File: config.mk
export PLATFORM = sky130hd
export DESIGN_NAME = trs_fpga_top
export DESIGN_NICKNAME = d
export VERILOG_FILES = /design/src/trs_fpga_pkg.sv /design/src/esp_spi_slave.sv /design/src/cmd_parser.sv /design/src/cmd_regs.sv /design/src/flash_spi_master.sv /design/src/trs_fpga_top.sv
export SDC_FILE = /design/constraint.sdc
export NUM_CORES = 1
export LEC_CHECK = 0
export ABC_CLOCK_PERIOD_IN_PS = 4800
export BUFFER_PORTS_ARGS = -buffer_cell sky130_fd_sc_hd__buf_2
export CAP_MARGIN = 20
export CORE_MARGIN = 4
export CORE_UTILIZATION = 30
export CTS_BUF_LIST = sky130_fd_sc_hd__clkbuf_4
export DETAILED_ROUTE_END_ITERATION = 12
export GPL_ROUTABILITY_DRIVEN = 0
export GPL_TIMING_DRIVEN = 0
export PLACE_DENSITY_LB_ADDON = 0.3
export SLEW_MARGIN = 20
export SYNTH_ARGS = -nofsm -noshare
export SYNTH_HDL_FRONTEND = slang
export SYNTH_SLANG_ARGS = --single-unit
export TNS_END_PERCENT = 1
File: constraint.sdc
create_clock -name clk -period 4.8 [get_ports clk]
set_input_delay 0.96 -clock clk [delete_from_list [all_inputs] [get_ports clk]]
set_output_delay 0.96 -clock clk [all_outputs]
set_load 0.05 [all_outputs]
File: src/trs_fpga_pkg.sv
package trs_fpga_pkg;

  // host command opcodes
  typedef enum logic [7:0] {
    get_cookie       = 8'd0,
    get_version      = 8'd15,
    get_mode         = 8'd16,
    set_led          = 8'd26,
    get_config       = 8'd27,
    set_spi_ctrl_reg = 8'd29,
    set_spi_data     = 8'd30,
    get_spi_data     = 8'd31
  } cmd_op_e;

  localparam logic [7:0] cookie_c        = 8'hAF;
  localparam logic [2:0] version_major_c = 3'd0;
  localparam logic [4:0] version_minor_c = 5'd3;

  // pocket-trs model 3
  localparam logic [3:0] board_mode_c   = 4'b0011;
  localparam logic       dip4_mode_en_c = 1'b1;

  localparam int sync_stages_c    = 3;
  localparam int flash_bit_clks_c = 16;
  // run counter bit that serves as flash sck
  localparam int flash_sck_bit_c  = $clog2(flash_bit_clks_c) - 1;

  typedef struct packed {
    logic sck;
    logic mosi;
    logic cs_n;
  } spi_pins_t;

  typedef struct packed {
    logic cs_n;
    logic sck;
    logic si;
  } flash_pins_t;

  typedef struct packed {
    cmd_op_e    opcode;
    logic [7:0] param;
  } cmd_action_t;

  // flash control byte, bit 7 cs active high, bit 6 write protect
  typedef union packed {
    logic [7:0] raw;
    struct packed {
      logic       cs;
      logic       wpn;
      logic [5:0] spare;
    } f;
  } spi_ctrl_u;

  function automatic logic op_known_f(logic [7:0] code);
    case (code)
      get_cookie, get_version, get_mode, set_led, get_config,
      set_spi_ctrl_reg, set_spi_data, get_spi_data: return 1'b1;
      default: return 1'b0;
    endcase
  endfunction

  // commands that carry a parameter byte
  function automatic logic op_has_param_f(cmd_op_e op);
    case (op)
      set_led, set_spi_ctrl_reg, set_spi_data: return 1'b1;
      default: return 1'b0;
    endcase
  endfunction

endpackage

File: src/esp_spi_slave.sv
`timescale 1ns/1ps

module esp_spi_slave (
  input  logic                    clk,
  input  logic                    cass_out_sel_n,
  input  trs_fpga_pkg::spi_pins_t spi_in,
  input  logic [7:0]              reply,
  output logic [7:0]              rx_byte,
  output logic                    byte_valid,
  output logic                    miso
);
  import trs_fpga_pkg::*;

  logic [sync_stages_c-1:0] sck_sync;
  logic [sync_stages_c-1:0] cs_sync;
  logic [sync_stages_c-2:0] mosi_sync;
  logic                     sck_rise;
  logic                     sck_fall;
  logic                     cs_active;
  logic [2:0]               bit_cnt;
  logic [7:0]               tx_shift;

  // host pins cross into the clk domain
  always_ff @(posedge clk or negedge cass_out_sel_n) begin
    if (!cass_out_sel_n) begin
      sck_sync  <= '0;
      cs_sync   <= '1;
      mosi_sync <= '0;
    end else begin
      sck_sync  <= {sck_sync[sync_stages_c-2:0], spi_in.sck};
      cs_sync   <= {cs_sync[sync_stages_c-2:0], spi_in.cs_n};
      mosi_sync <= {mosi_sync[sync_stages_c-3:0], spi_in.mosi};
    end
  end

  assign sck_rise  = sck_sync[sync_stages_c-1 -: 2] == 2'b01;
  assign sck_fall  = sck_sync[sync_stages_c-1 -: 2] == 2'b10;
  assign cs_active = ~cs_sync[sync_stages_c-1];

  // receive side, msb first
  always_ff @(posedge clk) begin
    if (cs_active && sck_rise) begin
      rx_byte <= {rx_byte[6:0], mosi_sync[sync_stages_c-2]};
    end
  end

  always_ff @(posedge clk or negedge cass_out_sel_n) begin
    if (!cass_out_sel_n) begin
      bit_cnt    <= 3'd0;
      byte_valid <= 1'b0;
      tx_shift   <= 8'h00;
    end else begin
      byte_valid <= 1'b0;
      if (!cs_active) begin
        bit_cnt <= 3'd0;
      end else begin
        if (sck_rise) begin
          bit_cnt <= bit_cnt + 3'd1;
          if (bit_cnt == 3'd7) begin
            byte_valid <= 1'b1;
          end
        end
        // first falling edge of a byte grabs the reply
        if (sck_fall) begin
          if (bit_cnt == 3'd1) begin
            tx_shift <= reply;
          end else begin
            tx_shift <= {tx_shift[6:0], 1'b0};
          end
        end
      end
    end
  end

  // low when deselected, no tri-state
  assign miso = cs_active & tx_shift[7];

endmodule

File: src/cmd_parser.sv
`timescale 1ns/1ps

module cmd_parser (
  input  logic                      clk,
  input  logic                      cass_out_sel_n,
  input  logic [7:0]                rx_byte,
  input  logic                      byte_valid,
  output logic                      action,
  output trs_fpga_pkg::cmd_action_t act,
  output logic                      err_set
);
  import trs_fpga_pkg::*;

  typedef enum logic {
    st_idle,
    st_read_param
  } state_e;

  state_e  state;
  cmd_op_e rx_op;
  logic    rx_known;

  assign rx_op    = cmd_op_e'(rx_byte);
  assign rx_known = op_known_f(rx_byte);

  always_ff @(posedge clk or negedge cass_out_sel_n) begin
    if (!cass_out_sel_n) begin
      state   <= st_idle;
      action  <= 1'b0;
      err_set <= 1'b0;
    end else begin
      action  <= 1'b0;
      err_set <= 1'b0;
      if (byte_valid) begin
        case (state)
          st_idle: begin
            if (!rx_known) begin
              // unknown opcode, stay idle
              err_set <= 1'b1;
            end else if (op_has_param_f(rx_op)) begin
              state <= st_read_param;
            end else begin
              action <= 1'b1;
            end
          end
          st_read_param: begin
            action <= 1'b1;
            state  <= st_idle;
          end
          default: begin
            state <= st_idle;
          end
        endcase
      end
    end
  end

  // opcode and parameter travel with the strobe
  always_ff @(posedge clk) begin
    if (byte_valid) begin
      if (state == st_idle) begin
        if (rx_known) begin
          act.opcode <= rx_op;
          act.param  <= 8'h00;
        end
      end else begin
        act.param <= rx_byte;
      end
    end
  end

endmodule

File: src/cmd_regs.sv
`timescale 1ns/1ps

module cmd_regs (
  input  logic                      clk,
  input  logic                      cass_out_sel_n,
  input  logic                      action,
  input  trs_fpga_pkg::cmd_action_t act,
  input  logic                      err_set,
  input  logic [3:0]                conf,
  input  logic [7:0]                spi_data,
  output logic [7:0]                reply,
  output logic                      led_red,
  output logic                      led_green,
  output logic                      led_blue,
  output logic                      err_led
);
  import trs_fpga_pkg::*;

  logic [3:0] mode;

  // dip switch 4 off selects the model 3 variant
  assign mode = board_mode_c | {dip4_mode_en_c & ~conf[3], 3'b000};

  always_ff @(posedge clk or negedge cass_out_sel_n) begin
    if (!cass_out_sel_n) begin
      led_red   <= 1'b0;
      led_green <= 1'b0;
      led_blue  <= 1'b0;
      reply     <= 8'h00;
    end else if (action) begin
      case (act.opcode)
        get_cookie:   reply <= cookie_c;
        get_version:  reply <= {version_major_c, version_minor_c};
        get_mode:     reply <= {4'b0000, mode};
        get_config:   reply <= {4'b0000, ~conf};
        get_spi_data: reply <= spi_data;
        set_led: begin
          led_red   <= act.param[0];
          led_green <= act.param[1];
          led_blue  <= act.param[2];
        end
        default: begin
        end
      endcase
    end
  end

  // sticky until reset
  always_ff @(posedge clk or negedge cass_out_sel_n) begin
    if (!cass_out_sel_n) begin
      err_led <= 1'b0;
    end else if (err_set) begin
      err_led <= 1'b1;
    end
  end

endmodule

File: src/flash_spi_master.sv
`timescale 1ns/1ps

module flash_spi_master (
  input  logic                      clk,
  input  logic                      cass_out_sel_n,
  input  logic                      action,
  input  trs_fpga_pkg::cmd_action_t act,
  input  logic                      flash_so,
  output trs_fpga_pkg::flash_pins_t flash,
  output logic [7:0]                shift_data
);
  import trs_fpga_pkg::*;

  spi_ctrl_u  ctrl;
  logic [7:0] run_cnt;
  logic [7:0] shift_reg;
  logic       sdo;
  logic       start;
  logic       phase_edge;

  // a new byte while running is dropped
  assign start      = action && act.opcode == set_spi_data && !run_cnt[7];
  assign phase_edge = run_cnt[flash_sck_bit_c-1:0] == '0;

  always_ff @(posedge clk or negedge cass_out_sel_n) begin
    if (!cass_out_sel_n) begin
      ctrl.raw  <= 8'h00;
      run_cnt   <= 8'h00;
      shift_reg <= 8'h00;
      sdo       <= 1'b0;
    end else begin
      if (action && act.opcode == set_spi_ctrl_reg) begin
        ctrl.raw <= act.param;
      end
      if (run_cnt[7]) begin
        // bit 7 wraps to zero after 128 cycles
        run_cnt <= run_cnt + 8'd1;
        if (phase_edge) begin
          if (!run_cnt[flash_sck_bit_c]) begin
            sdo <= shift_reg[7];
          end else begin
            shift_reg <= {shift_reg[6:0], flash_so};
          end
        end
      end else if (start) begin
        shift_reg <= act.param;
        run_cnt   <= 8'h80;
      end
    end
  end

  assign flash.cs_n = ~ctrl.f.cs;
  assign flash.sck  = run_cnt[flash_sck_bit_c];
  assign flash.si   = sdo;
  assign shift_data = shift_reg;

endmodule

File: src/trs_fpga_top.sv
`timescale 1ns/1ps

module trs_fpga_top (
  input  logic                      clk,
  input  logic                      cass_out_sel_n,
  input  trs_fpga_pkg::spi_pins_t   spi_in,
  output logic                      miso,
  input  logic [3:0]                conf,
  output logic                      led_red,
  output logic                      led_green,
  output logic                      led_blue,
  output logic                      err_led,
  output trs_fpga_pkg::flash_pins_t flash,
  input  logic                      flash_so
);
  import trs_fpga_pkg::*;

  logic [7:0]  rx_byte;
  logic        byte_valid;
  logic [7:0]  reply;
  logic        action;
  cmd_action_t act;
  logic        err_set;
  logic [7:0]  shift_data;

  esp_spi_slave esp_spi_slave_i (
    .clk            (clk),
    .cass_out_sel_n (cass_out_sel_n),
    .spi_in         (spi_in),
    .reply          (reply),
    .rx_byte        (rx_byte),
    .byte_valid     (byte_valid),
    .miso           (miso)
  );

  cmd_parser cmd_parser_i (
    .clk            (clk),
    .cass_out_sel_n (cass_out_sel_n),
    .rx_byte        (rx_byte),
    .byte_valid     (byte_valid),
    .action         (action),
    .act            (act),
    .err_set        (err_set)
  );

  cmd_regs cmd_regs_i (
    .clk            (clk),
    .cass_out_sel_n (cass_out_sel_n),
    .action         (action),
    .act            (act),
    .err_set        (err_set),
    .conf           (conf),
    .spi_data       (shift_data),
    .reply          (reply),
    .led_red        (led_red),
    .led_green      (led_green),
    .led_blue       (led_blue),
    .err_led        (err_led)
  );

  flash_spi_master flash_spi_master_i (
    .clk            (clk),
    .cass_out_sel_n (cass_out_sel_n),
    .action         (action),
    .act            (act),
    .flash_so       (flash_so),
    .flash          (flash),
    .shift_data     (shift_data)
  );

endmodule

==> impl_metrics.yaml, run 1 <==
status:
  run_status: "finished clean"
layout:
  finish.cell_count_without_fillers: 449
  antenna-diode-count: 0
  final_util_pct: 35.2
  final_design_area_no_fill_um2: 3840
  layout_cell_share_with_drive_strength_beyond_1_pct: 18.8
  layout-area-overhead-vs-synth_pct: 14.2
  nets: 320
synthesis:
  number_of_enable_flip_flop_cells_after_synthesis: 24
  yosysSeqAreaShare_pct: 61.6
  netlist-cell-type-count: 54
  synth.avg_cell_area_um2: 12.2
  ys_warn_count: 0
  synthesis.area_um2: 3360
  postSynthRegisterBits: 78
  post_synth_xor_area_fraction_pct: 0.782
  syn-num-nets: 291
  syn-instance-count: 276
  synth_top_family_by_area: "simple AND/OR/NAND/NOR gates"
  yosys_most_used_dff: "sky130_fd_sc_hd__dfrtp_1"
  synth_compound_area_share_pct: 8.79
  synth_simple_gate_area_share_pct: 14.8
  async_reset_ff_share_pct: 67.9
  synthAdderAreaFrac_pct: 2.16
  yosys-mux-area-fraction_pct: 8.72
setup_path:
  worstSetupPathType: "flop to primary output"
  cp_slowest_cell: "sky130_fd_sc_hd__dfrtp_1"
  critPathMaxStageDelay_ns: 0.49
  critical_path_data_required_time_ns: 3.84
  worstPathCellList: "buf_4 > buf_2"
  timing.critical_path.fanout_max: 7
  crit_path_end_kind: "primary output"
  setup.worst_path.start_class: "flop"
  setup.reg_to_reg.worst_slack_ns: 2.65
  worst_r2r_path_depth: 5
  crit_arrival_ns: 1.29
drt:
  routed-via-count: 2087
  first_pass_iters: 4
  routedWlPerCell_um: 13.2
  initialDrtViolationCount: 109
  via_to_cell_ratio: 4.65
  route.detailed.drc: 0
  antenna_violating_nets_post_route: 0
  routed_wl_mm: 5.93
floorplan:
  initial_utilization_pct: 30.9
  placeable_core_area_um2: 10900
  die-width_um: 114
  floorplan.rows: 38
  dieHeight_um: 114
  dieArea_um2: 13000
  pin_count: 18
sta:
  finalSetupTns_ns: 0
  finalHoldViolCount: 0
  finalCriticalPeriod_ns: 2.25
  finalHoldWorstSlack_ns: 0.361
  unrepaired_setup_endpoints_after_global_routing: "no"
  pins_over_their_slew_limit: 0
  fmaxAchievable_mhz: 445
  worst_slew_margin_rel_pct: 38.7
  setup_viol_count_final: 0
  worst_slew_pin_slew_ns: 0.918
  clock_skew_ns: 0.0186
  final.setup.worst_slack_ns: 2.55
  post_route_fraction_of_the_period_consumed_by_the_critical_path_pct: 46.8
clock_tree:
  cts_htree_levels: 3
  tritoncts_clock_tree: "built"
  master_cell_of_the_clock_root_buffer: "sky130_fd_sc_hd__clkbuf_4"
  cts_resized: 0
  worst_setup_hold_path_clk_slew_ns: 0.12
  tritoncts_num_sinks: 78
  ctsHoldBuffers: 0
  clock_insertion_delay_worst_skew_ns: 0.42
  cts_max_path_buffers: 2
  cts_setup_buffers: 0
  tritoncts.num_buffers: 9
power:
  power.density_nw_per_um2: 344
  leakage_nw: 1.53
  max-vdd-ir-drop_v: 0.000184
  finalPower_mw: 1.32
grt:
  use_met2_pct: 15.5
  antenna_found_initial: 0
  track_usage_pct: 10.1
  global_route.peak_usage_layer: "met2"
  number_of_global_route_vias_before_repair: 2035
  global_route_wire_length_before_repair_mm: 10.3
  grt_overflow: 0
  pin_count_of_the_biggest_net_entering_global_routing: 54
  gr-usage-met3_pct: 2.28
  groute.layer.met1.usage_pct: 13.7
placed_design:
  placed_cells_incl_taps: 434
  pre_cts_slack_ns: 2.65
  port_buffers: 17
  dpl_cell_area_um2: 3630
  dp_hpwl_mm: 4.19
job:
  maxCapViolations: 0
worst_hold_path:
  min_path_type: "flop to flop"
  holdPathStages: 0
==> cells in the final DEF, fill, tap and decap left out, drive strengths merged, types with 4 or more instances in the layout <==
master  Yosys  final
a21oi      20     20
and2       12     12
buf         5     23
bufinv      0      4
clkbuf      6     15
dfrtp      50     50
edfxtp     24     24
ha          5      5
inv        14     14
mux2        6      6
mux2i      21     21
nand2       9      9
nand2b      4      4
nand3       8      8
nor2       29     29
nor3        4      4
o21ai      11     11
==> flip-flops by register name, indices dropped and copies added, names as in the netlist, 2 cells and up, named ones only <==
name                           flops
esp_spi_slave_i.cs_sync            3
esp_spi_slave_i.bit_cnt            3
flash_spi_master_i.shift_data      8
cmd_parser_i.act                  16
esp_spi_slave_i.tx_shift           8
esp_spi_slave_i.mosi_sync          2
flash_spi_master_i.run_cnt         8
cmd_regs_i.reply                   8
esp_spi_slave_i.rx_byte            8
esp_spi_slave_i.sck_sync           3
==> synth_stat cells, types with 4 or more instances <==
cell type	count	area share (%)
sky130_fd_sc_hd__and2_1	12	2.2
sky130_fd_sc_hd__nor2_1	29	3.2
sky130_fd_sc_hd__ha_1	5	1.9
sky130_fd_sc_hd__a21oi_1	20	3.0
sky130_fd_sc_hd__edfxtp_1	24	21
sky130_fd_sc_hd__nor3_1	4	0.60
sky130_fd_sc_hd__nand2_1	9	1.0
sky130_fd_sc_hd__nand3_1	8	1.2
sky130_fd_sc_hd__clkbuf_1	6	0.67
sky130_fd_sc_hd__mux2_4	4	1.8
sky130_fd_sc_hd__inv_1	14	1.6
sky130_fd_sc_hd__dfrtp_1	50	37
sky130_fd_sc_hd__nand2b_1	4	0.74
sky130_fd_sc_hd__mux2i_1	21	6.3
sky130_fd_sc_hd__o21ai_0	11	1.6
==> area by class of cell <==
cell class	count	area, um2
Buffer	11	51.3
Clock buffer	9	67.6
Clock inverter	6	135
Fill cell	1068	7050
Inverter	14	52.6
Multi-Input combinational cell	173	1190
Sequential cell	78	2070
Tap cell	140	175
Timing Repair Buffer	18	95.1
==> where the power goes <==
part           total (mW)  switching, mW  internal, mW  leakage [nW]
Sequential          0.717         0.0126         0.704         0.877
Clock               0.541          0.228         0.313        0.0982
Combinational      0.0601         0.0361        0.0240         0.550
Total                1.32          0.277          1.04          1.53
==> per-layer routing <==
layer  up-vias  share of wire [%]
met4         0                1.6
met1      1015                 49
met2        28                 47
li1       1031                  -
met3        13                2.5
met5         -                  0
==> kinds of logic after synthesis <==
kind of cell | after synthesis
multiplexers | 27
flip-flops | 78
XOR/XNOR | 3
adder cells (fa/ha/maj) | 6
buffers and inverters | 25
AND/OR/NAND/NOR | 91
AO/OA/AOI/OAI | 46
==> critical path: cells and delay by family (launching register included) <==
kind	cells	cell delay [ns]
flip-flops	1	0.49
buffers and inverters	2	0.39
==> path summary, 6_finish.rpt <==
kind / from / endpoint
setup / recovery: flash_spi_master_i.run_cnt[3]$_DFFE_PN0P_ / flash[1]
hold / removal: esp_spi_slave_i.sck_sync[0]$_DFF_PN0_ / esp_spi_slave_i.sck_sync[1]$_DFF_PN0_
setup reg to reg: cmd_parser_i.act[15]$_DFFE_PP_ / flash_spi_master_i.ctrl[7]$_DFFE_PN0P_
hold reg to reg: esp_spi_slave_i.sck_sync[0]$_DFF_PN0_ / esp_spi_slave_i.sck_sync[1]$_DFF_PN0_
min in group asynchronous: cass_out_sel_n / esp_spi_slave_i.mosi_sync[0]$_DFF_PN0_
max in group asynchronous: cass_out_sel_n / cmd_parser_i.action$_DFF_PN0_
Note: power is estimated with default switching activity, not from simulation.
==> inputs of run 2 (changes only) <==
- ABC_CLOCK_PERIOD_IN_PS: 4800 -> 2000
- clock period: 4.8 -> 2 ns (I/O delays scaled with it)
==> impl_metrics.yaml, run 2 (synthesis results as in run 1) <==
drt:
  routedWlPerCell_um: 13.3
  first_pass_iters: 4
  antenna_violating_nets_post_route: 0
  routed-via-count: 2086
  via_to_cell_ratio: 4.65
  routed_wl_mm: 5.99
  route.detailed.drc: 0
  initialDrtViolationCount: 58
job:
  maxCapViolations: 0
grt:
  antenna_found_initial: 0
  gr-usage-met3_pct: 1.80
  track_usage_pct: 10.0
  number_of_global_route_vias_before_repair: 2126
  pin_count_of_the_biggest_net_entering_global_routing: 54
  global_route_wire_length_before_repair_mm: 10.3
  groute.layer.met1.usage_pct: 13.7
  global_route.peak_usage_layer: "met2"
  grt_overflow: 0
  use_met2_pct: 15.5
sta:
  unrepaired_setup_endpoints_after_global_routing: "yes"
  pins_over_their_slew_limit: 0
  setup_viol_count_final: 2
  finalHoldViolCount: 2
  final.setup.worst_slack_ns: -0.128
  finalHoldWorstSlack_ns: -0.00951
  fmaxAchievable_mhz: 470
  clock_skew_ns: 0.0138
  finalCriticalPeriod_ns: 2.13
  worst_slew_pin_slew_ns: 0.701
  worst_slew_margin_rel_pct: 53.2
  post_route_fraction_of_the_period_consumed_by_the_critical_path_pct: 106
setup_path:
  setup.reg_to_reg.worst_slack_ns: -0.13
  worstSetupPathType: "flop to flop"
  crit_path_end_kind: "flop"
  path_delay_family: "simple AND/OR/NAND/NOR gates"
  cp_slowest_cell: "sky130_fd_sc_hd__or4b_1"
  crit_arrival_ns: 2.43
  worstPathCellList: "or4b_1 > buf_6 > or3_4 > nor3b_4 > mux2_4"
  timing.critical_path.fanout_max: 7
  r2r_start: "cmd_parser_i.act[14]$_DFFE_PP_"
  setup.worst_path.start_class: "flop"
  timing.critical_path.from: "cmd_parser_i.act[14]$_DFFE_PP_"
  critPathMaxStageDelay_ns: 0.53
  worst_r2r_path_depth: 5
  critical_path_data_required_time_ns: 2.30
  critical_path.n_buffers_inverters: 1
  worstReg2RegEnd: "flash_spi_master_i.ctrl[7]$_DFFE_PN0P_"
floorplan:
  dieArea_um2: 13000
  floorplan.rows: 38
  placeable_core_area_um2: 10900
  initial_utilization_pct: 30.9
  dieHeight_um: 114
  die-width_um: 114
  pin_count: 18
layout:
  nets: 319
  layout-area-overhead-vs-synth_pct: 14.6
  final_design_area_no_fill_um2: 3850
  layout_cell_share_with_drive_strength_beyond_1_pct: 20.4
  largest_reg_flops: 16
  final_common_cell: "sky130_fd_sc_hd__dfrtp_1"
  top_library_cells_by_usage_in_the_layout_fill_and_taps_aside: "sky130_fd_sc_hd__dfrtp_1 (50), sky130_fd_sc_hd__nor2_1 (28), sky130_fd_sc_hd__edfxtp_1 (24)"
  top_register: "cmd_parser_i.act"
  antenna-diode-count: 0
clock_tree:
  cts_htree_levels: 3
  ctsHoldBuffers: 0
  clock_insertion_delay_worst_skew_ns: 0.41
  tritoncts_num_sinks: 78
  worst_setup_hold_path_clk_slew_ns: 0.13
  tritoncts.num_buffers: 9
  cts_max_path_buffers: 2
  master_cell_of_the_clock_root_buffer: "sky130_fd_sc_hd__clkbuf_4"
  cts_setup_buffers: 0
  tritoncts_clock_tree: "built"
worst_hold_path:
  min_path_type: "primary input to async pin"
placed_design:
  port_buffers: 17
  dpl_cell_area_um2: 3630
  dp_hpwl_mm: 4.17
status:
  failed_checks: "hold timing, setup timing"
  run_status: "complete, but fails checks"
power:
  leakage_nw: 1.54
  max-vdd-ir-drop_v: 0.000342
  finalPower_mw: 3.03
  power.density_nw_per_um2: 786
[run 2: cell count changes in the layout (fill, tap and decap cells not counted), sizes merged]
| cell | change |
|---|---|
| clkbuf | -1 |
| clkinvlp | -2 |
| clkinv | +4 |
| bufinv | -1 |
[run 2: metal layers]
layer | wire length, um | part of all wire (%) | up-vias
met1 | 2920 | 49 | 1028
met3 | 118 | 2.0 | 12
li1 | - | - | 1027
met5 | 0 | 0 | -
met4 | 123 | 2.1 | 0
met2 | 2820 | 47 | 19
[run 2: worst max-delay path by stage]
| stage | endpoint | cells after the start |
|---|---|---|
| 3_3_place_gp | flop | 4 |
| 3_5_place_dp | flash_spi_master_i.ctrl[7]$_DFFE_PN0P_ | 5 |
| 5_1_grt | flash_spi_master_i.ctrl[7]$_DFFE_PN0P_ | 5 |
| 6_report | flash_spi_master_i.ctrl[7]$_DFFE_PN0P_ | 5 |
| 4_1_cts | flash_spi_master_i.ctrl[7]$_DFFE_PN0P_ | 5 |
| 2_1_floorplan | flash_spi_master_i.ctrl[7]$_DFFE_PN0P_ | 5 |
[run 2: repair_timing]
| action | CTS | global route |
|---|---|---|
| endpoints found under the hold margin | 0 | 0 |
| endpoints found under the setup margin | 18 | 33 |
| gates resized for setup | 6 | 5 |
| pin swaps | 1 | 0 |
[run 2: final cells by class]
| cell class | instances | area, um2 |
|---|---|---|
| repair buffers | 18 | 95.1 |
| well taps | 140 | 175 |
| clock buffers | 9 | 67.6 |
| plain buffers | 10 | 61.3 |
| flip-flops and latches | 78 | 2070 |
| fillers | 1078 | 7040 |
| clock inverters | 7 | 113 |
| multi-input cells | 173 | 1220 |
| inverters | 14 | 52.6 |
[run 2: power by group]
part	internal (mW)	switching, mW	total [mW]
clock network	0.627	0.535	1.16
logic	0.0579	0.0858	0.144
registers	1.69	0.0293	1.72
[run 2: per-stage QoR]
stage               std cells  utilization, %  hold WS (ns)  worst slack [ns]  setup TNS (ns)
floorplan                 276               -         0.104        -0.0000320      -0.0000320
global placement          433            33.2         0.336            -0.354           -1.12
detailed placement        434            33.4         0.335            -0.149          -0.634
CTS                       450            35.2        0.0241            -0.126          -0.544
global route              449            35.4        0.0357            -0.157          -0.765
finish                    449            35.4      -0.00951            -0.128          -0.187
==> inputs of run 3 (changes only) <==
- PLACE_DENSITY_LB_ADDON: 0.3 -> 0.1
- REMOVE_ABC_BUFFERS: unset -> 1
==> impl_metrics.yaml, run 3 (synthesis results as in run 1) <==
status:
  run_status: "complete, but fails checks"
  failed_checks: "setup timing"
placed_design:
  dpl_cell_area_um2: 3600
  dp_hpwl_mm: 4.30
  pre_cts_slack_ns: -0.219
  placed_cells_incl_taps: 424
  port_buffers: 17
grt:
  antenna_found_initial: 0
  pin_count_of_the_biggest_net_entering_global_routing: 54
  track_usage_pct: 11.0
  global_route_wire_length_before_repair_mm: 11.0
  grt_overflow: 0
  number_of_global_route_vias_before_repair: 2130
layout:
  antenna-diode-count: 0
  finish.cell_count_without_fillers: 446
  top_library_cells_by_usage_in_the_layout_fill_and_taps_aside: "sky130_fd_sc_hd__dfrtp_1 (49), sky130_fd_sc_hd__nor2_1 (28), sky130_fd_sc_hd__edfxtp_1 (24)"
  nets: 316
  final_design_area_no_fill_um2: 3840
  final_common_cell: "sky130_fd_sc_hd__dfrtp_1"
  layout-area-overhead-vs-synth_pct: 14.5
  top_register: "cmd_parser_i.act"
  largest_reg_flops: 16
  nFillCells: 1091
  layout_cell_share_with_drive_strength_beyond_1_pct: 22.2
power:
  leakage_nw: 1.53
  power.density_nw_per_um2: 760
  finalPower_mw: 2.92
  max-vdd-ir-drop_v: 0.000261
sta:
  post_route_fraction_of_the_period_consumed_by_the_critical_path_pct: 103
  pins_over_their_slew_limit: 0
  clock_skew_ns: 0.0105
  final.setup.worst_slack_ns: -0.0642
  finalCriticalPeriod_ns: 2.06
  finalHoldViolCount: 0
  fmaxAchievable_mhz: 484
  worst_slew_margin_rel_pct: 36.9
  worst_slew_pin_slew_ns: 0.945
  setup_viol_count_final: 2
  unrepaired_setup_endpoints_after_global_routing: "yes"
drt:
  via_to_cell_ratio: 4.61
  routed_wl_mm: 6.31
  first_pass_iters: 4
  initialDrtViolationCount: 42
  antenna_violating_nets_post_route: 0
  routed-via-count: 2054
  route.detailed.drc: 0
  routedWlPerCell_um: 14.1
setup_path:
  critical_path_data_required_time_ns: 2.32
  r2r_start: "cmd_parser_i.act[13]$_DFFE_PP_"
  crit_path_end_kind: "flop"
  timing.critical_path.fanout_max: 5
  setup.worst_path.start_class: "flop"
  worstSetupPathType: "flop to flop"
  crit_arrival_ns: 2.38
  timing.critical_path.from: "cmd_parser_i.act[13]$_DFFE_PP_"
floorplan:
  floorplan.rows: 38
  dieHeight_um: 114
  initial_utilization_pct: 30.9
  dieArea_um2: 13000
  pin_count: 18
  die-width_um: 114
  placeable_core_area_um2: 10900
job:
  maxCapViolations: 0
clock_tree:
  tritoncts.num_buffers: 9
  tritoncts_clock_tree: "built"
  clock_insertion_delay_worst_skew_ns: 0.42
  cts_max_path_buffers: 2
  master_cell_of_the_clock_root_buffer: "sky130_fd_sc_hd__clkbuf_4"
  cts_htree_levels: 3
  tritoncts_num_sinks: 78
  worst_setup_hold_path_clk_slew_ns: 0.12
worst_hold_path:
  min_path_type: "primary input to async pin"
[run 3: final cells by class]
class | count | area, um2 | area share (%)
multi-input cells | 173 | 1230 | 32.0
repair buffers | 25 | 153 | 3.97
clock buffers | 10 | 75.1 | 1.95
well taps | 140 | 175 | 4.56
clock inverters | 6 | 86.3 | 2.25
inverters | 14 | 52.6 | 1.37
flip-flops and latches | 78 | 2070 | 54.0
[run 3: worst max-delay path, stage by stage, from the launching register on]
cell,delay (ns)
sky130_fd_sc_hd__edfxtp_1,0.40
sky130_fd_sc_hd__or4b_4,0.59
sky130_fd_sc_hd__or3_4,0.42
sky130_fd_sc_hd__nor3b_4,0.20
sky130_fd_sc_hd__mux2_2,0.35
[run 3: metrics by stage]
stage | TNS, ns | util (%) | hold slack (ns)
after global placement | -4.15 | 32.8 | 0.334
after floorplan | -0.0224 | - | 0.104
final | -0.0645 | 35.3 | 0.0235
after detailed placement | -2.05 | 33.0 | 0.336
after global routing | -0.217 | 35.3 | 0.0136
after CTS | -0.287 | 34.7 | 0.00935
[run 3: worst paths after layout]
| path | end | cells past startpoint | slack, ns |
|---|---|---|---|
| min in group clk | esp_spi_slave_i.mosi_sync[0]$_DFF_PN0_ | 1 | 0.08 |
| min | cmd_regs_i.reply[6]$_DFFE_PN0P_ | 1 | 0.02 |
| max | flash_spi_master_i.ctrl[7]$_DFFE_PN0P_ | 4 | -0.06 |
| max in group asynchronous | flash_spi_master_i.run_cnt[7]$_DFF_PN0_ | 1 | 1.45 |
| min reg2reg | esp_spi_slave_i.cs_sync[2]$_DFF_PN1_ | 0 | 0.36 |
| max reg2reg | flash_spi_master_i.ctrl[7]$_DFFE_PN0P_ | 4 | -0.06 |
[run 3: repair_timing]
action                                  4_1_cts  5_1_grt
setup buffers                                 2        2
hold buffers                                  0        2
resized for setup                             2        9
endpoints found under the setup margin       21       25
hold endpoints to repair                      0        2
pin swaps                                     1        2
[run 3: where the power goes]
| group | switching [mW] | leakage, nW | internal, mW |
|---|---|---|---|
| logic | 0.0893 | 0.567 | 0.0607 |
| clock network | 0.534 | 0.0880 | 0.519 |
| registers | 0.0290 | 0.875 | 1.69 |
[run 3: metal layers]
| layer | track usage (%) | share of wire (%) |
|---|---|---|
| met1 | 14.0 | 47 |
| met2 | 17.7 | 48 |
| met3 | 4.03 | 3.3 |
| met4 | 3.09 | 1.2 |
| met5 | 0 | 0 |
